## src/hdl/eeprom_pkg.sv

```systemverilog
package eeprom_pkg;

    localparam int QUARTER_CYCLES = 4;          // CLK cycles per quarter of an SCL bit
    localparam logic [3:0] CTRL_CODE = 4'b1010; // 24Cxx device type
    localparam int ADDR_BITS = 11;

    localparam logic [3:0] REG_CMD    = 4'h0;
    localparam logic [3:0] REG_STATUS = 4'h4;

    // host command word, raw as written over AXI
    typedef union packed {
        logic [31:0] raw;
        struct packed {
            logic                 op;   // 1 = random read
            logic [11:0]          rsvd;
            logic [ADDR_BITS-1:0] addr;
            logic [7:0]           data;
        } f;
    } cmd_word_u;

    typedef enum logic [9:0] {
        IDLE    = 10'b00_0000_0001,
        START   = 10'b00_0000_0010,
        CTRL_W  = 10'b00_0000_0100,
        ADDR    = 10'b00_0000_1000,
        WDATA   = 10'b00_0001_0000,
        RESTART = 10'b00_0010_0000,
        CTRL_R  = 10'b00_0100_0000,
        RDATA   = 10'b00_1000_0000,
        STOP    = 10'b01_0000_0000,
        DONE    = 10'b10_0000_0000
    } ctrl_state_e;

    typedef enum logic [1:0] {
        COND_START = 2'd0,  // also the repeated start
        COND_STOP  = 2'd1
    } cond_kind_e;

endpackage

```

## src/hdl/eeprom_axil_regs.sv

```systemverilog
`timescale 1ns/1ps

module eeprom_axil_regs
    import eeprom_pkg::*;
(
    input  logic        CLK,
    input  logic        RESET,
    input  logic [3:0]  awaddr,
    input  logic        awvalid,
    output logic        awready,
    input  logic [31:0] wdata,
    input  logic        wvalid,
    output logic        wready,
    output logic [1:0]  bresp,
    output logic        bvalid,
    input  logic        bready,
    input  logic [3:0]  araddr,
    input  logic        arvalid,
    output logic        arready,
    output logic [31:0] rdata,
    output logic [1:0]  rresp,
    output logic        rvalid,
    input  logic        rready,
    input  logic        busy,
    input  logic        done_pulse,
    input  logic        nack_flag,
    input  logic [7:0]  rd_byte,
    output logic        cmd_start,
    output cmd_word_u   cmd_word
);

    logic wr_accept;
    logic rd_accept;
    logic cmd_wr;
    logic busy_any;
    logic done_q;   // sticky

    // address and data taken together, one outstanding response
    assign wr_accept = awvalid && wvalid && !bvalid;
    assign rd_accept = arvalid && !rvalid;
    assign awready = wr_accept;
    assign wready = wr_accept;
    assign arready = rd_accept;
    assign rresp = 2'b00;

    assign cmd_wr = wr_accept && (awaddr == REG_CMD);
    assign busy_any = busy || cmd_start;  // busy shows a cycle late

    always_ff @(posedge CLK)
    begin
        if (RESET)
        begin
            bvalid <= 1'b0;
            rvalid <= 1'b0;
            cmd_start <= 1'b0;
            cmd_word <= '0;
            done_q <= 1'b0;
        end
        else
        begin
            cmd_start <= 1'b0;
            if (wr_accept)
                bvalid <= 1'b1;
            else if (bready)
                bvalid <= 1'b0;

            if (rd_accept)
                rvalid <= 1'b1;
            else if (rready)
                rvalid <= 1'b0;

            if (cmd_wr && !busy_any)
            begin
                cmd_word.raw <= wdata;
                cmd_start <= 1'b1;
            end

            if (done_pulse)
                done_q <= 1'b1;
            else if (rd_accept && (araddr == REG_STATUS))
                done_q <= 1'b0;   // cleared by the status read
        end
    end

    always_ff @(posedge CLK)
    begin
        if (wr_accept)
            bresp <= (cmd_wr && busy_any) ? 2'b10 : 2'b00;  // slverr when busy
        if (rd_accept)
        begin
            case (araddr)
                REG_CMD:    rdata <= cmd_word.raw;
                REG_STATUS: rdata <= {16'h0, rd_byte, 5'b0, nack_flag, done_q, busy};
                default:    rdata <= 32'h0;
            endcase
        end
    end

    assert property (@(posedge CLK) disable iff (RESET) bvalid && !bready |=> bvalid);

endmodule

```

## src/hdl/eeprom_ctrl.sv

```systemverilog
`timescale 1ns/1ps

module eeprom_ctrl
    import eeprom_pkg::*;
(
    input  logic       CLK,
    input  logic       RESET,
    input  logic       cmd_start,
    input  cmd_word_u  cmd_word,
    input  logic       cond_done,
    input  logic       byte_done,
    input  logic       ack_bit,
    input  logic [7:0] rx_byte,
    output logic       busy,
    output logic       done_pulse,
    output logic       nack_flag,
    output logic [7:0] rd_byte,
    output logic       cond_req,
    output cond_kind_e cond_kind,
    output logic       byte_req,
    output logic       byte_dir,
    output logic [7:0] tx_byte,
    output logic       master_nack
);

    ctrl_state_e state;
    ctrl_state_e state_nxt;
    logic [2:0] page;       // addr bits 10:8, sent in the control byte
    logic       slave_nack;

    assign page = cmd_word.f.addr[ADDR_BITS-1:8];
    assign slave_nack = byte_done && ack_bit && !byte_dir;

    always_comb
    begin
        state_nxt = state;
        case (state)
            IDLE, DONE:
                if (cmd_start)
                    state_nxt = START;
                else
                    state_nxt = IDLE;
            START:
                if (cond_done)
                    state_nxt = CTRL_W;
            CTRL_W:
                if (slave_nack)
                    state_nxt = STOP;
                else if (byte_done)
                    state_nxt = ADDR;
            ADDR:
                if (slave_nack)
                    state_nxt = STOP;
                else if (byte_done)
                    state_nxt = cmd_word.f.op ? RESTART : WDATA;
            WDATA:
                if (byte_done)
                    state_nxt = STOP;
            RESTART:
                if (cond_done)
                    state_nxt = CTRL_R;
            CTRL_R:
                if (slave_nack)
                    state_nxt = STOP;
                else if (byte_done)
                    state_nxt = RDATA;
            RDATA:
                if (byte_done)
                    state_nxt = STOP;
            STOP:
                if (cond_done)
                    state_nxt = DONE;
            default:
                state_nxt = IDLE;
        endcase
    end

    always_ff @(posedge CLK)
    begin
        if (RESET)
        begin
            state <= IDLE;
            nack_flag <= 1'b0;
            rd_byte <= 8'h00;
        end
        else
        begin
            state <= state_nxt;
            if (cmd_start)
                nack_flag <= 1'b0;
            else if (slave_nack)
                nack_flag <= 1'b1;
            if (byte_done && (state == RDATA))
                rd_byte <= rx_byte;
        end
    end

    assign busy = !((state == IDLE) || (state == DONE));
    assign done_pulse = (state == DONE);

    assign cond_req = (state == START) || (state == RESTART) || (state == STOP);
    assign cond_kind = (state == STOP) ? COND_STOP : COND_START;
    assign byte_req = state inside {CTRL_W, ADDR, WDATA, CTRL_R, RDATA};
    assign byte_dir = (state == RDATA);
    assign master_nack = 1'b1;  // single byte read ends with nack

    always_comb
    begin
        case (state)
            CTRL_W:  tx_byte = {CTRL_CODE, page, 1'b0};
            ADDR:    tx_byte = cmd_word.f.addr[7:0];
            WDATA:   tx_byte = cmd_word.f.data;
            CTRL_R:  tx_byte = {CTRL_CODE, page, 1'b1};
            default: tx_byte = 8'h00;
        endcase
    end

    assert property (@(posedge CLK) disable iff (RESET) $onehot(state));
    assert property (@(posedge CLK) disable iff (RESET) !(cond_req && byte_req));

endmodule

```

## src/hdl/eeprom_i2c_top.sv

```systemverilog
`timescale 1ns/1ps

module eeprom_i2c_top
    import eeprom_pkg::*;
(
    input  logic        CLK,
    input  logic        RESET,
    input  logic [3:0]  awaddr,
    input  logic        awvalid,
    output logic        awready,
    input  logic [31:0] wdata,
    input  logic        wvalid,
    output logic        wready,
    output logic [1:0]  bresp,
    output logic        bvalid,
    input  logic        bready,
    input  logic [3:0]  araddr,
    input  logic        arvalid,
    output logic        arready,
    output logic [31:0] rdata,
    output logic [1:0]  rresp,
    output logic        rvalid,
    input  logic        rready,
    output logic        scl,
    output logic        sda_oe,   // pull SDA low
    input  logic        sda_in
);

    logic       cmd_start;
    cmd_word_u  cmd_word;
    logic       busy;
    logic       done_pulse;
    logic       nack_flag;
    logic [7:0] rd_byte;
    logic       cond_req;
    cond_kind_e cond_kind;
    logic       cond_done;
    logic       byte_req;
    logic       byte_dir;
    logic [7:0] tx_byte;
    logic       master_nack;
    logic       byte_done;
    logic       ack_bit;
    logic [7:0] rx_byte;
    logic       q_tick;
    logic [1:0] phase;
    logic       byte_active;
    logic       cg_scl_low;
    logic       cg_sda_low;
    logic       bs_scl_low;
    logic       bs_sda_low;

    eeprom_axil_regs i_regs (.*);

    eeprom_ctrl i_ctrl (.*);

    i2c_cond_gen i_cond (
        .CLK         (CLK),
        .RESET       (RESET),
        .cond_req    (cond_req),
        .cond_kind   (cond_kind),
        .byte_active (byte_active),
        .cond_done   (cond_done),
        .q_tick      (q_tick),
        .phase       (phase),
        .scl_low     (cg_scl_low),
        .sda_low     (cg_sda_low)
    );

    i2c_byte_shifter i_shift (
        .CLK         (CLK),
        .RESET       (RESET),
        .byte_req    (byte_req),
        .byte_dir    (byte_dir),
        .tx_byte     (tx_byte),
        .master_nack (master_nack),
        .q_tick      (q_tick),
        .phase       (phase),
        .sda_in      (sda_in),
        .byte_done   (byte_done),
        .ack_bit     (ack_bit),
        .rx_byte     (rx_byte),
        .active      (byte_active),
        .scl_low     (bs_scl_low),
        .sda_low     (bs_sda_low)
    );

    // open drain, either engine may pull low
    assign scl = !(cg_scl_low || bs_scl_low);
    assign sda_oe = cg_sda_low || bs_sda_low;

endmodule

```

## src/hdl/i2c_byte_shifter.sv

```systemverilog
`timescale 1ns/1ps

module i2c_byte_shifter
(
    input  logic       CLK,
    input  logic       RESET,
    input  logic       byte_req,
    input  logic       byte_dir,
    input  logic [7:0] tx_byte,
    input  logic       master_nack,
    input  logic       q_tick,
    input  logic [1:0] phase,
    input  logic       sda_in,
    output logic       byte_done,
    output logic       ack_bit,
    output logic [7:0] rx_byte,
    output logic       active,
    output logic       scl_low,
    output logic       sda_low
);

    logic       dir_q;      // 1 = receive
    logic [7:0] shreg;
    logic [3:0] bit_cnt;
    logic       ack_slot;

    assign ack_slot = (bit_cnt == 4'd8);
    assign byte_done = active && q_tick && (phase == 2'd3) && ack_slot;
    assign rx_byte = shreg;

    // SCL high in the middle two quarters of every bit
    assign scl_low = active && ((phase == 2'd0) || (phase == 2'd3));

    always_comb
    begin
        if (!active)
            sda_low = 1'b0;
        else if (ack_slot)
            sda_low = dir_q && !master_nack;  // released for slave ack
        else
            sda_low = !dir_q && !shreg[7];
    end

    always_ff @(posedge CLK)
    begin
        if (RESET)
        begin
            active <= 1'b0;
            dir_q <= 1'b0;
            bit_cnt <= 4'd0;
        end
        else if (!active)
        begin
            if (byte_req)
            begin
                active <= 1'b1;
                dir_q <= byte_dir;
                bit_cnt <= 4'd0;
            end
        end
        else if (q_tick && (phase == 2'd3))
        begin
            bit_cnt <= bit_cnt + 4'd1;
            if (ack_slot)
                active <= 1'b0;
        end
    end

    always_ff @(posedge CLK)
    begin
        if (!active && byte_req)
            shreg <= byte_dir ? 8'h00 : tx_byte;
        else if (active && q_tick)
        begin
            if (ack_slot)
            begin
                if (phase == 2'd2)
                    ack_bit <= sda_in;
            end
            else if (dir_q && (phase == 2'd2))
                shreg <= {shreg[6:0], sda_in};  // sample at end of SCL high
            else if (!dir_q && (phase == 2'd3))
                shreg <= {shreg[6:0], 1'b0};    // next bit, msb first
        end
    end

endmodule

```

## src/hdl/i2c_cond_gen.sv

```systemverilog
`timescale 1ns/1ps

module i2c_cond_gen
    import eeprom_pkg::*;
(
    input  logic       CLK,
    input  logic       RESET,
    input  logic       cond_req,
    input  cond_kind_e cond_kind,
    input  logic       byte_active,
    output logic       cond_done,
    output logic       q_tick,
    output logic [1:0] phase,
    output logic       scl_low,
    output logic       sda_low
);

    logic [$clog2(QUARTER_CYCLES)-1:0] div_cnt;
    logic cond_busy;
    logic scl_hold;     // bus owned, park SCL low between bytes
    logic run;

    assign run = cond_busy || byte_active;
    assign q_tick = run && (div_cnt == QUARTER_CYCLES - 1);
    assign cond_done = cond_busy && q_tick && (phase == 2'd3);

    always_ff @(posedge CLK)
    begin
        if (RESET)
        begin
            div_cnt <= '0;
            phase <= 2'd0;
            cond_busy <= 1'b0;
            scl_hold <= 1'b0;
        end
        else
        begin
            if (!run || q_tick)
                div_cnt <= '0;
            else
                div_cnt <= div_cnt + 1'b1;
            if (q_tick)
                phase <= phase + 2'd1;  // wraps to 0 at every operation end

            if (cond_done)
            begin
                cond_busy <= 1'b0;
                scl_hold <= (cond_kind == COND_START);
            end
            else if (cond_req && !cond_busy)
                cond_busy <= 1'b1;
        end
    end

    always_comb
    begin
        scl_low = scl_hold && !byte_active;
        sda_low = 1'b0;
        if (cond_busy)
        begin
            if (cond_kind == COND_START)
            begin
                scl_low = (phase == 2'd0) || (phase == 2'd3);
                sda_low = phase[1];   // falls with SCL high
            end
            else
            begin
                scl_low = (phase == 2'd0);
                sda_low = !phase[1];  // rises with SCL high
            end
        end
    end

    assert property (@(posedge CLK) disable iff (RESET) !q_tick |=> $stable(phase));

endmodule

```

## config.mk

```make
export PLATFORM = sky130hd
export DESIGN_NAME = eeprom_i2c_top
export DESIGN_NICKNAME = d
export VERILOG_FILES = /design/src/hdl/eeprom_pkg.sv /design/src/hdl/eeprom_axil_regs.sv /design/src/hdl/eeprom_ctrl.sv /design/src/hdl/eeprom_i2c_top.sv /design/src/hdl/i2c_byte_shifter.sv /design/src/hdl/i2c_cond_gen.sv
export SDC_FILE = /design/constraint.sdc
export NUM_CORES = 1
export LEC_CHECK = 0
export ABC_AREA = 1
export BUFFER_PORTS_ARGS = -buffer_cell sky130_fd_sc_hd__buf_2
export CAP_MARGIN = 20
export CORE_MARGIN = 1.5
export CORE_UTILIZATION = 60
export DETAILED_ROUTE_END_ITERATION = 7
export PLACE_DENSITY = 0.88
export SLEW_MARGIN = 10
export SYNTH_ARGS = -nofsm -noshare
export SYNTH_HDL_FRONTEND = slang
export SYNTH_SLANG_ARGS = --single-unit
```

## constraint.sdc

```tcl
create_clock -name CLK -period 4.86 [get_ports CLK]
set_input_delay 0.729 -clock CLK [delete_from_list [all_inputs] [get_ports CLK]]
set_output_delay 0.729 -clock CLK [all_outputs]
set_load 0.03 [all_outputs]
```

==> flow_summary.yaml, run 1 <==
timing:
  fin_crit_ps: 2700
  fin_crit_sh_pct: 55.5
  tightest_slew_ps: 922
  final_hold_viol_count: 0
  grt_setup_unrepaired: "no"
  setup_viol: 0
  maxSlewHeadroom_pct: 38.4
  fin_worst_skew_ps: 14.8
  finalSetupTns_ps: 0
  drv_slew: 0
  max_clock_freq_ghz: 0.371
grt:
  gr-total-overflow: 0
  grt_pass1_vias: 3947
  antenna_found_initial: 0
  gr-usage-all-layers_pct: 26.2
  grt_max_degree: 43
  grt_pass1_wl_um: 17800
clock_network:
  cts_tree: "yes"
  cts_buffers: 9
  cts-root-buf: "clkbuf_8"
  cts_buffer_depth: 2
  clk_pin_slew_worst_paths_ps: 100
  clock_sinks: 109
  insertion_delay_ps: 360
  cts_hold_buf: 0
  cts_setup_buffers: 0
  cts-resized-gates: 0
  cts.htree.levels: 3
floorplan:
  start_util_pct: 62.6
  chipHeight_um: 93.0
  core_mm2: 0.00777
  row_count: 32
  die_w_um: 93.0
  dieArea_mm2: 0.00865
  io_pins: 91
final_layout:
  final_common_cell: "nand2_1"
  multi_input_area_mm2: 0.00181
  antenna_cells: 0
  layout.nets: 713
  area_growth_pct: 13.5
  final-seq-area_mm2: 0.00260
  fillers: 599
  final_cell_mix: "nand2_1, buf_2, inv_1, nor2_1, dfxtp_1"
  final_area_mm2: 0.00552
  drive_above_1_share_pct: 19.3
detailed_routing:
  finalWirelength_um: 10900
  wl_met2_um: 5610
  first_pass_iters: 6
  routed-wl-met3_um: 627
  wl_met1_um: 4430
  viasPerCell: 5.50
  via_count: 4216
  drt_iter0_drc: 328
  post-route-drc-count: 0
  ant_nets: 0
  highest_layer: "met4"
  routedWlPerCell_um: 14.3
logic_synthesis:
  netlist_area_mm2: 0.00486
  synth-seq-cells: 109
  ys_warn_count: 0
  yosysSeqAreaShare_pct: 53.5
  synth.avg_cell_area_um2: 8.40
  synth_top_cell_area_share_pct: 27.6
  synth_top_cell_by_area: "dfxtp_1"
  synth_cell_types: 41
  synth_top_cells_by_area: "dfxtp_1, edfxtp_1, nand2_1"
  syn_inst: 579
setup_path:
  cp_max_fo: 6
  worstSetupPathType: "flop to output port"
  start_kind: "flop"
  slowest_stage: "dfxtp_1"
  required_ps: 4130
  crit_chain: "nor2_1, nand3_2, nor2_4, nand3_1, or2_2, a31oi_1, buf_2"
  critPathCaptureType: "output port"
  crit_arrival_ps: 1970
  slowest_delay_ps: 330
power:
  power_leakage_nw: 2.21
  power_density_mw_per_mm2: 290
  ir_worst_vdd_mv: 0.186
run:
  maxCapViolCount: 0
place:
  hpwl_um: 7800
  port_buffers: 87
  placed_cell_area_mm2: 0.00530
  finalWeightedCongestion: 0.930
min_path:
  hold_path.class: "flop to flop"
run_status:
  status: "complete, no violations"
[layout make-up]
cell class / count / area share (%)
flip-flops and latches: 109 / 47.2
well taps: 102 / 2.31
repair buffers: 92 / 8.89
clock buffers: 12 / 2.81
inverters: 81 / 5.51
multi-input cells: 366 / 32.7
clock inverters: 4 / 0.544
[worst max-delay path: cells and delay by family (launching register included)]
kind	cells	cell delay, ps
AOI/OAI and AO/OA	1	130
and+or+nand+nor	5	940
DFF	1	330
buffers and inverters	1	220
[power by group]
part	internal (mW)	total (mW)	switching [mW]
Clock	0.217	0.520	0.303
Sequential	0.962	0.967	0.00523
Combinational	0.0316	0.110	0.0787
Total	1.21	1.60	0.387
[per-stage QoR]
stage	hold WS, ps	instances	utilization, %	setup WS, ps	power (mW)
after global routing	462	766	71.0	2000	1.64
after CTS	432	764	70.6	2160	1.60
after detailed placement	417	748	68.2	2380	1.10
after floorplan	398	581	-	2390	1.06
after global placement	406	748	68.2	2480	1.10
final	428	766	71.0	2160	1.60
[cells in the mapped netlist, drive strengths merged]
cell type and number:
o21ai 32, ha 6, nor3 7, nand4 5
clkbuf 9, nand2 107, a31oi 1, or2 1
xnor2 1, o211ai 1, dfxtp 67, a211oi 1
conb 1, edfxtp 42, xor2 1, o41ai 1
nor4 3, a21boi 1, inv 81, buf 16
nand3 55, o221ai 4, o22ai 8, a21oi 53
nor2 73, o211a 1, o21a 1
[layer usage]
layer  track usage, %  up-vias
met5                0        -
met4             9.34        0
met3             2.85       28
met2             46.5      177
met1             32.9     1963
li1                 -     2048
[path summary, 6_finish.rpt]
kind | slack, ps | depth (start not counted) | to | start
max | 2160 | 7 | scl | i_ctrl.state[0]
min | 430 | 1 | i_cond.div_cnt[0] | i_cond.div_cnt[0]
max reg2reg | 2340 | 8 | i_regs.cmd_word[17] | i_ctrl.state[0]
min reg2reg | 430 | 1 | i_cond.div_cnt[0] | i_cond.div_cnt[0]
[sequential cells by signal (all words and copies together), names as in the netlist]
signal / flops
i_regs.rvalid: 1
i_shift.active: 1
i_shift.dir_q: 1
i_cond.phase: 2
i_shift.bit_cnt: 4
i_ctrl.state: 10
i_shift.ack_bit: 1
i_regs.bvalid: 1
i_cond.div_cnt: 2
i_regs.done_q: 1
i_ctrl.rd_byte: 8
i_cond.cond_busy: 1
i_regs.bresp: 1
i_cond.scl_hold: 1
i_ctrl.nack_flag: 1
i_regs.cmd_word: 32
i_shift.rx_byte: 8
i_regs.cmd_start: 1
i_regs.rdata: 32
[logic make-up (layout without fill, tap and decap cells)]
family | after synthesis | count (layout) | synth area share (%)
xor+xnor | 2 | 2 | 0.360
fa+ha+maj | 6 | 6 | 1.54
flops | 109 | 109 | 53.5
simple gates | 251 | 251 | 22.9
other cells | 1 | 3 | 0.0771
compound gates | 104 | 104 | 11.9
buf+inv | 106 | 189 | 9.60
Note: power is estimated with default switching activity, not from simulation.
==> run 2: changes to the inputs <==
Settings changed: CORE_UTILIZATION 60 to 50, PLACE_DENSITY 0.88 to 0.79.
Clock period 4.86 ns to 2.3 ns, I/O delays scaled along.
==> run 2 against run 1 <==
Clock power rose by 110%. Setup slack got worse by 2100 ps. Clock skew rose by 4.0 ps. Wire length rose by 2.3%. Critical path type unchanged.
==> flow_summary.yaml, run 2 (same netlist as run 1, synthesis figures left out) <==
clock_network:
  clock_sinks: 109
  cts_buffer_depth: 2
  clk_pin_slew_worst_paths_ps: 100
  cts_tree: "yes"
  insertion_delay_ps: 380
  cts_setup_buffers: 0
  cts.htree.levels: 3
  cts_buffers: 9
  cts-root-buf: "clkbuf_8"
timing:
  finalSetupTns_ps: 0
  fin_crit_ps: 2200
  fin_worst_skew_ps: 18.8
  maxSlewHeadroom_pct: 48.1
  max_clock_freq_ghz: 0.454
  final_hold_viol_count: 0
  grt_setup_unrepaired: "no"
  drv_slew: 0
  fin_crit_sh_pct: 95.8
  setup_viol: 0
  tightest_slew_ps: 777
detailed_routing:
  post-route-drc-count: 0
  first_pass_iters: 5
  viasPerCell: 5.24
  drt_iter0_drc: 231
  finalWirelength_um: 11200
  via_count: 4201
  routedWlPerCell_um: 14.0
  ant_nets: 0
place:
  finalWeightedCongestion: 1.02
  hpwl_um: 8010
  port_buffers: 87
  placed_cell_area_mm2: 0.00541
floorplan:
  dieArea_mm2: 0.0103
  start_util_pct: 52.1
  die_w_um: 102
  io_pins: 91
  row_count: 35
  chipHeight_um: 102
  core_mm2: 0.00933
power:
  seqPwrFrac_pct: 60.3
  power_leakage_nw: 2.25
  intPower_mw: 2.54
  switching_share_pct: 24.9
  power_density_mw_per_mm2: 603
  p_sw_mw: 0.845
  p_clk_share_pct: 32.6
  ir_worst_vdd_mv: 0.333
  pwr-share-comb_pct: 7.1
final_layout:
  reg_top3: "i_regs.cmd_word: 32 flops, i_regs.rdata: 32 flops, i_ctrl.state: 10 flops"
  area_growth_pct: 15.5
  final_cell_mix: "nand2_1, buf_2, inv_1, nor2_1, dfxtp_1"
  antenna_cells: 0
  final_area_mm2: 0.00562
  fillers: 820
  drive_above_1_share_pct: 20.8
  final_common_cell: "nand2_1"
  final-seq-area_mm2: 0.00260
  postLayoutCoreUtil_pct: 60.2
  layout.nets: 721
  multi_input_area_mm2: 0.00183
grt:
  gr-total-overflow: 0
  antenna_found_initial: 0
  grt_pass1_wl_um: 18100
  grt_pass1_vias: 3954
  grt_max_degree: 42
  gr-usage-all-layers_pct: 22.6
setup_path:
  start_kind: "flop"
  required_ps: 1960
  cp_max_fo: 6
  critPathCaptureType: "output port"
  crit_arrival_ps: 1860
  worstSetupPathType: "flop to output port"
min_path:
  hold_path.class: "input pin to flop"
run_status:
  status: "complete, no violations"
run:
  maxCapViolCount: 0
run 2: changes by cell type in the layout (fill, tap and decap cells not counted), sizes merged:
cell      before  now
clkinvlp       2    0
buf           92  100
clkinv         0    2
inv           83   84
clkbuf        12   11
run 2: cell type report:
class | count | area share (%)
clock buffer | 11 | 2.52
clock inverter | 5 | 0.758
inverter | 81 | 5.41
multi-input combinational | 366 | 32.5
sequential | 109 | 46.4
tap | 129 | 2.87
timing repair buffer | 100 | 9.54
run 2: per-stage QoR:
| step | std cells | power [mW] | setup slack (ps) | hold WS [ps] |
|---|---|---|---|---|
| floorplan | 581 | 2.23 | 217 | 398 |
| global placement | 785 | 2.32 | 438 | 406 |
| detailed placement | 785 | 2.33 | 317 | 425 |
| CTS | 801 | 3.40 | 60.1 | 157 |
| global route | 801 | 3.51 | 7.02 | 157 |
| finish | 801 | 3.39 | 97.1 | 176 |
run 2: power by group through the flow:
stage / clock network (mW) / registers (mW) / logic [mW]
2_1_floorplan: 0 / 2.15 / 0.0789
3_3_place_gp: 0 / 2.09 / 0.235
3_5_place_dp: 0 / 2.09 / 0.239
4_1_cts: 1.12 / 2.04 / 0.240
5_1_grt: 1.21 / 2.05 / 0.256
6_report: 1.11 / 2.04 / 0.240
run 2: worst paths after layout:
check,slack [ps],startpoint,endpoint,cells past startpoint
max reg2reg,280,i_shift.bit_cnt[0],i_ctrl.rd_byte[5],8
max,100,i_ctrl.state[6],scl,7
min reg2reg,430,i_cond.div_cnt[0],i_cond.div_cnt[0],1
min,180,sda_in,i_shift.ack_bit,1
run 2: worst max-delay path: stages, from the launching register on:
cell,delay (ps)
dfxtp_1,350
nor2_2,140
nand2_2,110
nor2_4,160
nand3_4,100
or2_2,300
a31oi_2,150
buf_4,190
run 2: repair_timing:
| item | CTS | global route |
|---|---|---|
| gates resized for setup | 2 | 4 |
| endpoints found under the setup margin | 1 | 1 |
| hold buffers | 0 | 0 |
run 2: routing by layer:
layer / track usage, % / up-vias / routed length, µm
met5: 0 / - / 0
met2: 37.5 / 151 / 5490
li1: - / 2073 / -
met4: 9.19 / 0 / 288
met3: 4.83 / 27 / 601
met1: 28.7 / 1950 / 4810
